File: src/common/v2t_cal_pkg.sv
/* calibration-side sizes, control and thermometer types,
   and the decision struct passed from the arbiter to the updater */

package v2t_cal_pkg;

    // binary control code of the V2T current sources
    localparam int N_V2T = 4;

    // one thermometer cell per nonzero code
    localparam int N_THM = (1 << N_V2T) - 1;

    // dead-zone delay line
    localparam int N_UNIT_DZ = 8;
    localparam int DZ_SEL_W = $clog2(N_UNIT_DZ);

    // largest reachable control code, loop saturates here
    localparam int CTL_MAX = (1 << N_V2T) - 1;

    typedef logic [N_V2T-1:0] ctl_t;

    typedef logic [N_THM-1:0] thm_t;

    // registered output of the edge arbiter
    typedef struct packed {
        // update strobe, one cycle wide
        logic tick;
        // calibration selected
        logic en_cal;
        // override code, used while calibration is off
        ctl_t ext_ctl;
        // replica crossing later than the reference edge
        logic up;
        // replica early by more than the dead zone
        logic down;
    } arb_dec_t;

endpackage

File: src/common/v2t_meas_pkg.sv
/* time-code sizes, reference edge position and the
   registered replica sample handed to the arbiter */

package v2t_meas_pkg;

    // crossing time in fine delay units
    localparam int TCODE_W = 8;

    // half-period edge of clk_v2t
    localparam int REF_EDGE_CODE = 128;

    // each dead-zone tap delays the replica edge by this many units
    localparam int DZ_UNIT_STEPS = 2;

    // one extra bit so a delayed edge past the end of the range does not wrap
    localparam int TSUM_W = TCODE_W + 1;

    typedef logic [TCODE_W-1:0] tcode_t;

    typedef logic [TSUM_W-1:0] tsum_t;

    typedef struct packed {
        logic tick;
        logic en_cal;
        v2t_cal_pkg::ctl_t ext_ctl;
        // number of dead-zone taps in the delayed path
        logic [v2t_cal_pkg::DZ_SEL_W-1:0] dz_sel;
        // replica output crossing for this cycle
        tcode_t tout;
    } meas_smp_t;

endpackage

File: src/design/cal_tick_gen.sv
/* stage 1: divide-by-two calibration tick
   and capture of the incoming replica sample */

`timescale 1ns/1ps

module cal_tick_gen (
    input  logic                               clk_v2t,
    input  logic                               rstb,
    input  logic                               en_v2t_cal,
    input  v2t_cal_pkg::ctl_t                  ext_v2t_ctl,
    input  logic [v2t_cal_pkg::DZ_SEL_W-1:0]   dz_v2t,
    input  v2t_meas_pkg::tcode_t               tout_code,
    output v2t_meas_pkg::meas_smp_t            smp
);

    // divided clock, only runs while calibrating
    logic div2_q;

    always_ff @(posedge clk_v2t) begin
        if (!rstb) begin
            div2_q <= 1'b0;
        end else if (en_v2t_cal) begin
            div2_q <= ~div2_q;
        end else begin
            div2_q <= 1'b0;
        end
    end

    // sample register
    // falling edge of div2 in the analog loop maps to tick on the following sample
    always_ff @(posedge clk_v2t) begin
        smp.ext_ctl <= ext_v2t_ctl;
        smp.dz_sel  <= dz_v2t;
        smp.tout    <= tout_code;
        if (!rstb) begin
            smp.tick   <= 1'b0;
            smp.en_cal <= 1'b0;
        end else begin
            smp.tick   <= en_v2t_cal & div2_q;
            smp.en_cal <= en_v2t_cal;
        end
    end

endmodule

File: src/design/ctl_updater.sv
/* stage 3: saturating up/down V2T control register
   with the external override while calibration is off */

`timescale 1ns/1ps

module ctl_updater (
    input  logic                    clk_v2t,
    input  logic                    rstb,
    input  v2t_cal_pkg::arb_dec_t   dec,
    output v2t_cal_pkg::ctl_t       v2t_ctl
);

    v2t_cal_pkg::ctl_t ctl_nxt;
    logic              at_max;
    logic              at_min;

    assign at_max = (v2t_ctl == v2t_cal_pkg::ctl_t'(v2t_cal_pkg::CTL_MAX));
    assign at_min = (v2t_ctl == '0);

    always_comb begin
        ctl_nxt = v2t_ctl;
        if (!dec.en_cal) begin
            // override path
            ctl_nxt = dec.ext_ctl;
        end else if (dec.tick) begin
            if (dec.up && !at_max) begin
                // replica slow, more current
                ctl_nxt = v2t_ctl + 1'b1;
            end else if (dec.down && !at_min) begin
                ctl_nxt = v2t_ctl - 1'b1;
            end
        end
    end

    // holds between ticks and inside the dead zone
    always_ff @(posedge clk_v2t) begin
        if (!rstb) begin
            v2t_ctl <= '0;
        end else begin
            v2t_ctl <= ctl_nxt;
        end
    end

endmodule

File: src/design/replica_edge_arbiter.sv
/* stage 2: early/late decision of the replica crossing against the
   reference edge, with a tap-selectable dead zone */

`timescale 1ns/1ps

module replica_edge_arbiter (
    input  logic                        clk_v2t,
    input  logic                        rstb,
    input  v2t_meas_pkg::meas_smp_t     smp,
    output v2t_cal_pkg::arb_dec_t       dec
);

    // crossing time after each tap of the dead-zone delay line
    v2t_meas_pkg::tsum_t tap_code [v2t_cal_pkg::N_UNIT_DZ];
    v2t_meas_pkg::tsum_t tout_dz;
    v2t_meas_pkg::tsum_t ref_edge;
    logic                late;
    logic                early_dz;

    always_comb begin
        for (int i = 0; i < v2t_cal_pkg::N_UNIT_DZ; i++) begin
            tap_code[i] = v2t_meas_pkg::tsum_t'(smp.tout)
                        + v2t_meas_pkg::tsum_t'(i * v2t_meas_pkg::DZ_UNIT_STEPS);
        end
    end

    assign tout_dz  = tap_code[smp.dz_sel];
    assign ref_edge = v2t_meas_pkg::tsum_t'(v2t_meas_pkg::REF_EDGE_CODE);

    // first arbiter, undelayed replica edge
    assign late = v2t_meas_pkg::tsum_t'(smp.tout) > ref_edge;

    // second arbiter sees the delayed edge
    // still ahead of the reference means the replica is too fast
    assign early_dz = tout_dz < ref_edge;

    always_ff @(posedge clk_v2t) begin
        dec.ext_ctl <= smp.ext_ctl;
        if (!rstb) begin
            dec.tick   <= 1'b0;
            dec.en_cal <= 1'b0;
            dec.up     <= 1'b0;
            dec.down   <= 1'b0;
        end else begin
            dec.tick   <= smp.tick;
            dec.en_cal <= smp.en_cal;
            dec.up     <= late;
            dec.down   <= early_dz;
        end
    end

endmodule

File: src/design/thermometer_decoder.sv
/* stage 4: registered binary-to-thermometer decode
   that enables the V2T current cells */

`timescale 1ns/1ps

module thermometer_decoder (
    input  logic                clk_v2t,
    input  logic                rstb,
    input  v2t_cal_pkg::ctl_t   v2t_ctl,
    output v2t_cal_pkg::thm_t   v2t_ctl_thm
);

    v2t_cal_pkg::thm_t thm_nxt;

    // cell i on for every code above i
    always_comb begin
        for (int i = 0; i < v2t_cal_pkg::N_THM; i++) begin
            thm_nxt[i] = (v2t_ctl > v2t_cal_pkg::ctl_t'(i));
        end
    end

    always_ff @(posedge clk_v2t) begin
        if (!rstb) begin
            v2t_ctl_thm <= '0;
        end else begin
            v2t_ctl_thm <= thm_nxt;
        end
    end

endmodule

File: src/design/v2t_cal_top.sv
/* V2T gain calibration loop top: tick generator, edge arbiter,
   control updater and thermometer decoder in a four-stage pipeline */

`timescale 1ns/1ps

module v2t_cal_top (
    input  logic                               clk_v2t,
    input  logic                               rstb,
    input  logic                               en_v2t_cal,
    input  v2t_cal_pkg::ctl_t                  ext_v2t_ctl,
    input  logic [v2t_cal_pkg::DZ_SEL_W-1:0]   dz_v2t,
    input  v2t_meas_pkg::tcode_t               tout_code,
    output v2t_cal_pkg::ctl_t                  v2t_ctl,
    output v2t_cal_pkg::thm_t                  v2t_ctl_thm
);

    v2t_meas_pkg::meas_smp_t smp;
    v2t_cal_pkg::arb_dec_t   dec;

    cal_tick_gen i_tick_gen (
        .clk_v2t     (clk_v2t),
        .rstb        (rstb),
        .en_v2t_cal  (en_v2t_cal),
        .ext_v2t_ctl (ext_v2t_ctl),
        .dz_v2t      (dz_v2t),
        .tout_code   (tout_code),
        .smp         (smp)
    );

    replica_edge_arbiter i_arbiter (
        .clk_v2t (clk_v2t),
        .rstb    (rstb),
        .smp     (smp),
        .dec     (dec)
    );

    // v2t_ctl goes both to the port and to the decoder
    ctl_updater i_updater (
        .clk_v2t (clk_v2t),
        .rstb    (rstb),
        .dec     (dec),
        .v2t_ctl (v2t_ctl)
    );

    thermometer_decoder i_thm_dec (
        .clk_v2t     (clk_v2t),
        .rstb        (rstb),
        .v2t_ctl     (v2t_ctl),
        .v2t_ctl_thm (v2t_ctl_thm)
    );

endmodule

File: config.mk
export PLATFORM = sky130hd
export DESIGN_NAME = v2t_cal_top
export DESIGN_NICKNAME = d
export VERILOG_FILES = /design/src/common/v2t_cal_pkg.sv /design/src/common/v2t_meas_pkg.sv /design/src/design/cal_tick_gen.sv /design/src/design/ctl_updater.sv /design/src/design/replica_edge_arbiter.sv /design/src/design/thermometer_decoder.sv /design/src/design/v2t_cal_top.sv
export SDC_FILE = /design/constraint.sdc
export NUM_CORES = 1
export LEC_CHECK = 0
export BUFFER_PORTS_ARGS = -buffer_cell sky130_fd_sc_hd__buf_2
export CORE_UTILIZATION = 45
export DETAILED_ROUTE_END_ITERATION = 8
export PLACE_DENSITY = 0.73
export SLEW_MARGIN = 40
export SYNTH_ARGS = -nofsm -noshare
export SYNTH_HDL_FRONTEND = slang
export SYNTH_HIERARCHICAL = 1
export SYNTH_SLANG_ARGS = --single-unit
File: constraint.sdc
create_clock -name clk_v2t -period 2 [get_ports clk_v2t]
set_clock_uncertainty 0.15 [all_clocks]
set_input_delay 0.2 -clock clk_v2t [delete_from_list [all_inputs] [get_ports clk_v2t]]
set_output_delay 0.2 -clock clk_v2t [all_outputs]
set_load 0.05 [all_outputs]
==> results.tsv, run 1 <==
metric	value	unit
Syn. warnings	6	
ANT cells	0	
max_slew headroom	77.71	%
via count	997	
largest net degree at the start of global routing	23	
Worst Path Arrival	1.93	ns
Setup CP Type	flop to flop	
Final Cell Area	1821	um2
status	finished with violations	
Hold WC Path Type	input port to flop	
Layout area overhead	32.88	%
worst reg2reg setup slack	0.17	ns
Die W	57.18	um
clk buf depth	2	
worst-path maximum fanout	14	
Critical Path RT	2.10	ns
Port-buffer cells	36	
Syn Nets	135	
largest family of logic cells by synthesized area	simple AND/OR/NAND/NOR gates	
worst vdd ir	0.5183	mV
clk sinks	45	
synth unique cells	36	
Yosys reg bits	45	
CTS tree	done	
CTS Buf Count	5	
failing checks	design-rule violations	
Worst Tran Pin Value	0.3344	ns
Worst setup EP type	flop	
Seq. cell area	915.9	um2
Tot GR Track Use	16.10	%
Final Hold Slack	0.1025	ns
final antenna-violating net count	0	
Final nets	195	
Synth Area in Simple Gates	12.88	%
cell family with most CP delay	compound AO/OA/AOI/OAI gates	
DIE AREA	3269	um2
Setup crit start kind	flop	
core area	2829	um2
Pleak	0.0008245	uW
Max-cap violations	0	
Die Y	57.18	um
Cells after Synth	114	
Synth Flop Type	dfxtp_1	
boundary pin count	37	
Filler Cells Inserted	227	
vias in the first global route	954	
final wirelength	2374	um
Routed WL per cell	11.58	um
Hold Vio Cnt, Final	0	
CP max-delay cell	dfxtp_4	
Synth Area in Compound Gates	12.60	%
gpl congestion	0.7573	
Reg clk slew, reported paths	0.12	ns
Setup TNS	0	ns
Async S/R FF share, synth	0	%
Adder-Cell Fraction of Synth Area	3.288	%
H-tree depth	2	
drt pass-1 iters	6	
power per cell area	855.0	nW/um2
area of the multi-input gates	441.7	um2
first-pass GRT wire length	3857	um
final setup violation count	0	
grt ovf	0	
Tmin final	1.829	ns
total chip power	1557	uW
Clock Root Buffer	clkbuf_4	
CP max stage delay	0.44	ns
period utilization	91.44	%
fmax	546.8	MHz
Post-DP HPWL	1517	um
clk_lat worst skew	0.34	ns
max-slew violations	0	
layout cells sized above 1	31.61	%
RSZ-0062 raised after global routing	false	
Syn Area/Cell	12.02	um2
multiplexer share of the synthesized area	0.7306	%
Row Count	19	
Initial Util	48.43	%
number of synthesized flops with an enable pin	0	
XOR/XNOR Fraction of Synth Area	2.557	%
crit path cell chain	nand4_1, nand2_2, ha_1, a21o_1, a21oi_1, xnor2_1, o31ai_1	
Post-Synthesis Cell Area	1370	um2
sequential area share after synthesis	65.75	%
DRC	2	
Placed Area	1587	um2
number of antenna violations at the first check in global routing	0	
Buf/Inv on CP	0	
Vias per Instance	4.863	
final core occ	64.35	%
DR iter-0 viols	20	
==> placed cells by master, fill, tap and decap left out, types with 4 or more instances in the layout <==
cell           count
nor2_1             9
dlygate4sd3_1     16
dfxtp_1           41
a21oi_1            7
dfxtp_4            4
buf_2             36
buf_4              4
o21ai_0            4
nand2_1            6
clkbuf_4           5
==> metrics by stage <==
| step | worst slack, ns | std cells |
|---|---|---|
| floorplan | 0.008667 | 114 |
| global placement | 0.2034 | 179 |
| detailed placement | 0.1035 | 179 |
| CTS | 0.06767 | 202 |
| global route | 0.02139 | 205 |
| finish | 0.1711 | 205 |
==> cells in the mapped netlist, types with 2 or more instances <==
cell / instances / area share, %
a21boi_0: 2 / 1.1
a21oi_1: 7 / 2.6
and2_1: 3 / 1.4
and3b_1: 2 / 1.3
dfxtp_1: 45 / 66
ha_1: 2 / 1.8
inv_1: 2 / 0.55
nand2_1: 7 / 1.9
nand4_1: 2 / 0.91
nor2_1: 9 / 2.5
nor2b_1: 2 / 0.91
nor3_1: 2 / 0.73
o21ai_0: 4 / 1.5
xnor2_1: 3 / 1.9
==> routing by layer <==
metal  GRT usage, %  part of all wire (%)  vias to the layer above
met3          5.215                   5.6                        6
met2          29.08                    50                       29
met5              0                     0                        -
met4          9.408                   1.7                        0
li1               -                     -                      513
met1          16.13                    42                      449
==> flip-flops by register name, indices dropped and copies added, names as in the netlist <==
signal,flops
i_thm_dec/v2t_ctl_thm,15
i_arbiter/dec,8
i_updater/v2t_ctl,4
i_tick_gen/smp,17
i_tick_gen/div2_q,1
==> path summary, 6_finish.rpt <==
kind                                           start                    to  cells after the start
worst max-delay path            i_updater/v2t_ctl[1]  i_updater/v2t_ctl[3]                      7
worst min-delay path                            rstb      i_arbiter/dec[1]                      3
worst max register to register  i_updater/v2t_ctl[1]  i_updater/v2t_ctl[3]                      7
worst min register to register    i_tick_gen/smp[12]      i_arbiter/dec[3]                      0
==> report_power, final <==
part | leakage, uW | switching (uW) | internal (uW)
logic | 0.000420 | 124 | 84.7
clock network | 0.0000281 | 251 | 130
registers | 0.000377 | 27.3 | 940
==> layout make-up <==
cell class | count | area share [%]
Sequential cell | 45 | 50.31
Clock inverter | 1 | 0.2749
Tap cell | 31 | 2.131
Timing Repair Buffer | 56 | 20.34
Inverter | 2 | 0.4124
Multi-Input combinational cell | 64 | 24.26
Clock buffer | 6 | 2.268
==> logic make-up (layout without fill, tap and decap cells) <==
family	count (synthesis)	in the layout
multiplexers	1	1
flip-flops	45	45
buffers and inverters	5	65
AO/OA/AOI/OAI	23	23
XOR/XNOR	4	4
adder cells (fa/ha/maj)	3	3
AND/OR/NAND/NOR	33	33
==> worst min-delay path, delay by kind of cell <==
family          cells  cell delay (ns)
buf+inv             1             0.21
simple gates        1             0.11
compound gates      1             0.03
==> timing repair <==
item	4_1_cts	5_1_grt
endpoints found under the hold margin	18	0
endpoints found under the setup margin	1	1
hold buffers	16	0
gates resized for setup	1	1
buffers inserted	0	3
pin swaps	0	1
No activity file was read; power rests on OpenSTA's default activity.
==> run 2, diff against run 1 <==
- REMOVE_ABC_BUFFERS: default -> 1
==> results.tsv, run 2 (same netlist as run 1, synthesis figures left out) <==
metric	value	unit	change
Final nets	196		was 195
grt ovf	0		unchanged
RSZ-0062 raised after global routing	false		unchanged
Layout area overhead	35.43	%	was 32.88%
max-slew violations	0		unchanged
DP Cell Count	183		was 179
DIE AREA	3269	um2	unchanged
period utilization	94.69	%	was 91.44%
area of the multi-input gates	439.2	um2	was 441.7 um2
Routed WL per cell	11.93	um	was 11.58 um
GRT met2 Usage	31.43	%	was 29.08%
DRC	10		was 2
Filler Cells Inserted	213		was 227
Initial Util	48.43	%	unchanged
CTS tree	done		unchanged
final setup violation count	0		unchanged
final antenna-violating net count	0		unchanged
Worst setup EP type	flop		unchanged
ANT cells	0		unchanged
number of antenna violations at the first check in global routing	0		unchanged
non-filler cells in the finished layout	207		was 205
largest net degree at the start of global routing	23		unchanged
worst-path maximum fanout	6		was 14
max FFs per register	17		unchanged
gr busiest metal	met2		unchanged
status	finished with violations		unchanged
DR iter-0 viols	26		was 20
layout cells sized above 1	31.25	%	was 31.61%
Row Count	19		unchanged
Final Hold Slack	0.09409	ns	was 0.1025 ns
final wirelength	2469	um	was 2374 um
Reg clk slew, reported paths	0.13	ns	was 0.12 ns
core area	2829	um2	unchanged
max_slew headroom	77.64	%	was 77.71%
power per cell area	945.3	nW/um2	was 855.0 nW/um2
grt met1 use	19.21	%	was 16.13%
first-pass GRT wire length	4340	um	was 3857 um
gpl congestion	0.8545		was 0.7573
commonest non-fill, non-tap cell in the layout	dfxtp_1		unchanged
met3 Use GR	4.762	%	was 5.215%
Worst Path Arrival	2.01	ns	was 1.93 ns
Die W	57.18	um	unchanged
Seq. cell area	903.4	um2	was 915.9 um2
H-tree depth	2		unchanged
clk buf depth	2		unchanged
Hold WC Path Type	input port to flop		unchanged
most frequent cells in the layout	dfxtp_1 (43), buf_2 (36), dlygate4sd3_1 (16)		was dfxtp_1 (41), buf_2 (36), dlygate4sd3_1 (16)
via count	1016		was 997
Post-DP HPWL	1631	um	was 1517 um
Worst Tran Pin Value	0.3354	ns	was 0.3344 ns
Hold Vio Cnt, Final	0		unchanged
drt pass-1 iters	6		unchanged
Setup crit start kind	flop		unchanged
Tmin final	1.894	ns	was 1.829 ns
failing checks	design-rule violations		unchanged
Tot GR Track Use	17.90	%	was 16.10%
fmax	528.0	MHz	was 546.8 MHz
vias in the first global route	1027		was 954
Reg with most FFs	i_tick_gen/smp		unchanged
Max-cap violations	0		unchanged
Die Y	57.18	um	unchanged
clk_lat worst skew	0.35	ns	was 0.34 ns
worst vdd ir	0.6746	mV	was 0.5183 mV
Largest regs	i_tick_gen/smp x17, i_thm_dec/v2t_ctl_thm x15, i_arbiter/dec x8		unchanged
Vias per Instance	4.908		was 4.863
CTS Buf Count	5		unchanged
Clock Root Buffer	clkbuf_4		unchanged
Critical Path RT	2.11	ns	was 2.10 ns
Setup CP Type	flop to flop		unchanged
boundary pin count	37		unchanged
clk sinks	45		unchanged
Pleak	0.0008441	uW	was 0.0008245 uW
Port-buffer cells	36		unchanged
==> run 2: cell count changes in the layout (fill, tap and decap cells not counted), sizes merged <==
cell and change:
clkinvlp +1, bufinv +1, buf +1, clkinv -1
==> run 2: stage by stage <==
stage          power, uW  utilization (%)  TNS [ns]  area [um2]  setup WS [ns]
2_1_floorplan       1113                -   -0.8995        1348        -0.4337
3_3_place_gp        1170            56.70         0        1604         0.2328
3_5_place_dp        1179            56.70         0        1604        0.01203
4_1_cts             1772            65.55         0        1854        0.03129
5_1_grt             1834            65.59         0        1856        0.02149
6_report            1754            65.59         0        1856         0.1061
==> run 2: repair_timing <==
item,in CTS,in global routing
setup buffers,0,0
hold endpoints to repair,18,0
setup endpoints to repair,1,1
hold buffers,16,0
gates resized for setup,1,1
==> run 2: cell type report <==
| cell class | instances | area share [%] |
|---|---|---|
| Multi-Input combinational cell | 64 | 23.67 |
| Tap cell | 31 | 2.090 |
| Sequential cell | 45 | 48.69 |
| Clock inverter | 2 | 2.023 |
| Timing Repair Buffer | 57 | 20.36 |
| Clock buffer | 6 | 2.765 |
| Inverter | 2 | 0.4046 |
==> run 2: report_power, final <==
group	total, uW	internal, uW	leakage (uW)	switching, uW
Sequential	964	942	0.000375	22.2
Combinational	218	86.4	0.000425	131
Clock	572	297	0.0000445	275
==> run 2: worst max-delay path, stage by stage (launching register included) <==
cell and delay [ns]:
dfxtp_2 0.42, nand4_1 0.13, nand2_1 0.15, ha_1 0.25, a21o_1 0.18, a21oi_1 0.16
xnor2_1 0.09, o31ai_1 0.26
==> run 2: final timing paths <==
check             cells after the start  slack [ns]                 start                  endpoint
setup / recovery                      7        0.11  i_updater/v2t_ctl[1]      i_updater/v2t_ctl[3]
hold reg to reg                       0        0.19    i_tick_gen/smp[11]          i_arbiter/dec[2]
setup reg to reg                      7        0.11  i_updater/v2t_ctl[1]      i_updater/v2t_ctl[3]
hold / removal                        2        0.09                  rstb  i_thm_dec/v2t_ctl_thm[1]
==> run 2: layer usage <==
| metal | part of all wire [%] | wire length, um |
|---|---|---|
| met5 | 0 | 0 |
| met4 | 1.6 | 40 |
| met3 | 6.2 | 154 |
| met2 | 48 | 1192 |
| met1 | 44 | 1081 |
==> run 3, diff against run 2 <==
- CORE_MARGIN: default -> 2
==> results.tsv, run 3 (same netlist as run 1, synthesis figures left out) <==
metric	value	unit	change
hold_sp	rstb		unchanged
period utilization	90.92	%	was 94.69%
gpl congestion	0.8644		was 0.8545
r2r startpoint	i_updater/v2t_ctl[1]		unchanged
largest net degree at the start of global routing	23		unchanged
Setup CP Type	flop to flop		unchanged
DRC	0		was 10
Final nets	196		unchanged
clk buf depth	2		unchanged
CTS tree	done		unchanged
boundary pin count	37		unchanged
DIE AREA	3502	um2	was 3269 um2
Filler Cells Inserted	235		was 213
Tot GR Track Use	17.27	%	was 17.90%
Worst setup EP type	flop		unchanged
Layout area overhead	33.06	%	was 35.43%
first-pass GRT wire length	4340	um	unchanged
drt pass-1 iters	4		was 6
core area	2978	um2	was 2829 um2
Tmin final	1.818	ns	was 1.894 ns
worst vdd ir	0.5438	mV	was 0.6746 mV
worst-path maximum fanout	8		was 6
Initial Util	46.01	%	was 48.43%
max-slew violations	0		unchanged
worst reg2reg setup slack	0.18	ns	was 0.11 ns
ANT cells	0		unchanged
H-tree depth	2		unchanged
Pleak	0.0008319	uW	was 0.0008441 uW
Final Cell Area	1823	um2	was 1856 um2
Max-cap violations	0		unchanged
Vias per Instance	4.885		was 4.908
most frequent cells in the layout	dfxtp_1 (43), buf_2 (36), dlygate4sd3_1 (16)		unchanged
vias in the first global route	1021		was 1027
final antenna-violating net count	0		unchanged
number of antenna violations at the first check in global routing	0		unchanged
final setup violation count	0		unchanged
Port-buffer cells	36		unchanged
Post-DP HPWL	1628	um	was 1631 um
Worst Tran Pin Value	0.3261	ns	was 0.3354 ns
fmax	549.9	MHz	was 528.0 MHz
Reg with most FFs	i_tick_gen/smp		unchanged
Setup TNS	0	ns	unchanged
status	complete, no violations		was finished with violations
power per cell area	865.7	nW/um2	was 945.3 nW/um2
max_slew headroom	78.26	%	was 77.64%
Die W	59.18	um	was 57.18 um
Die Y	59.18	um	was 57.18 um
Worst Path Arrival	1.93	ns	was 2.01 ns
crit path from	i_updater/v2t_ctl[1]		unchanged
clk sinks	45		unchanged
CTS Buf Count	5		unchanged
Hold WC Path Type	input port to flop		unchanged
Routed WL per cell	11.90	um	was 11.93 um
Reg clk slew, reported paths	0.12	ns	was 0.13 ns
clk_lat worst skew	0.35	ns	about the same
Row Count	20		was 19
grt ovf	0		unchanged
Largest regs	i_tick_gen/smp x17, i_thm_dec/v2t_ctl_thm x15, i_arbiter/dec x8		unchanged
DR iter-0 viols	19		was 26
Hold Vio Cnt, Final	0		unchanged
commonest non-fill, non-tap cell in the layout	dfxtp_1		unchanged
Critical Path RT	2.11	ns	about the same
via count	1021		was 1016
Setup crit start kind	flop		unchanged
max FFs per register	17		unchanged
Placed Area	1607	um2	was 1604 um2
Clock Root Buffer	clkbuf_4		unchanged
final wirelength	2487	um	was 2469 um
RSZ-0062 raised after global routing	false		unchanged
layout cells sized above 1	30.68	%	was 31.25%
[run 3: cell types whose count changed in the layout (fill, tap and decap cells not counted), sizes merged]
cell and delta:
clkinvlp -1, clkinv +2, bufinv -1
[run 3: metrics by stage]
stage / util [%] / cells / setup WS, ns / hold slack [ns] / total power [uW]
6_report: 61.22 / 209 / 0.1816 / 0.08537 / 1578
5_1_grt: 61.22 / 209 / 0.03304 / 0.09235 / 1665
4_1_cts: 61.05 / 209 / 0.03823 / 0.06954 / 1597
3_5_place_dp: 53.95 / 185 / 0.06155 / 0.1539 / 1177
3_3_place_gp: 53.95 / 185 / 0.2136 / 0.1531 / 1171
2_1_floorplan: - / 111 / -0.4337 / 0.07772 / 1113
[run 3: power by group]
part	internal (uW)	switching, uW	leakage (uW)
logic	86.2	130	0.000425
registers	942	22.6	0.000375
clock network	134	263	0.0000320
[run 3: layout make-up]
class	count	area, um2	area share (%)
Timing Repair Buffer	57	377.9	20.73
Tap cell	33	41.29	2.265
Clock inverter	2	10.01	0.5491
Clock buffer	6	41.29	2.265
Inverter	2	7.507	0.4118
Multi-Input combinational cell	64	439.2	24.09
Sequential cell	45	905.9	49.69
[run 3: timing repair]
item | in CTS | in global routing
resized for setup | 0 | 3
endpoints found under the setup margin | 0 | 1
setup buffers | 0 | 0
hold endpoints to repair | 18 | 0
hold buffers | 16 | 0
[run 3: routing by layer]
metal | vias to the layer above | GRT usage [%] | wire length, um
li1 | 519 | - | -
met1 | 460 | 18.94 | 1090
met2 | 36 | 29.52 | 1232
met3 | 6 | 4.585 | 111
met4 | 0 | 10.71 | 53
met5 | - | 0 | 0
[run 3: final timing paths]
path / cells after the start / to
max reg2reg: 7 / i_updater/v2t_ctl[3]
min reg2reg: 0 / i_arbiter/dec[5]
min: 3 / i_arbiter/dec[1]
max: 7 / i_updater/v2t_ctl[3]
[run 3: worst max-delay path: stages, from the launching register on]
cell and delay (ns):
dfxtp_4 0.40, nand4_1 0.10, nand2_1 0.16, ha_1 0.25
a21o_1 0.18, a21oi_1 0.17, xnor2_1 0.09, o31ai_1 0.24
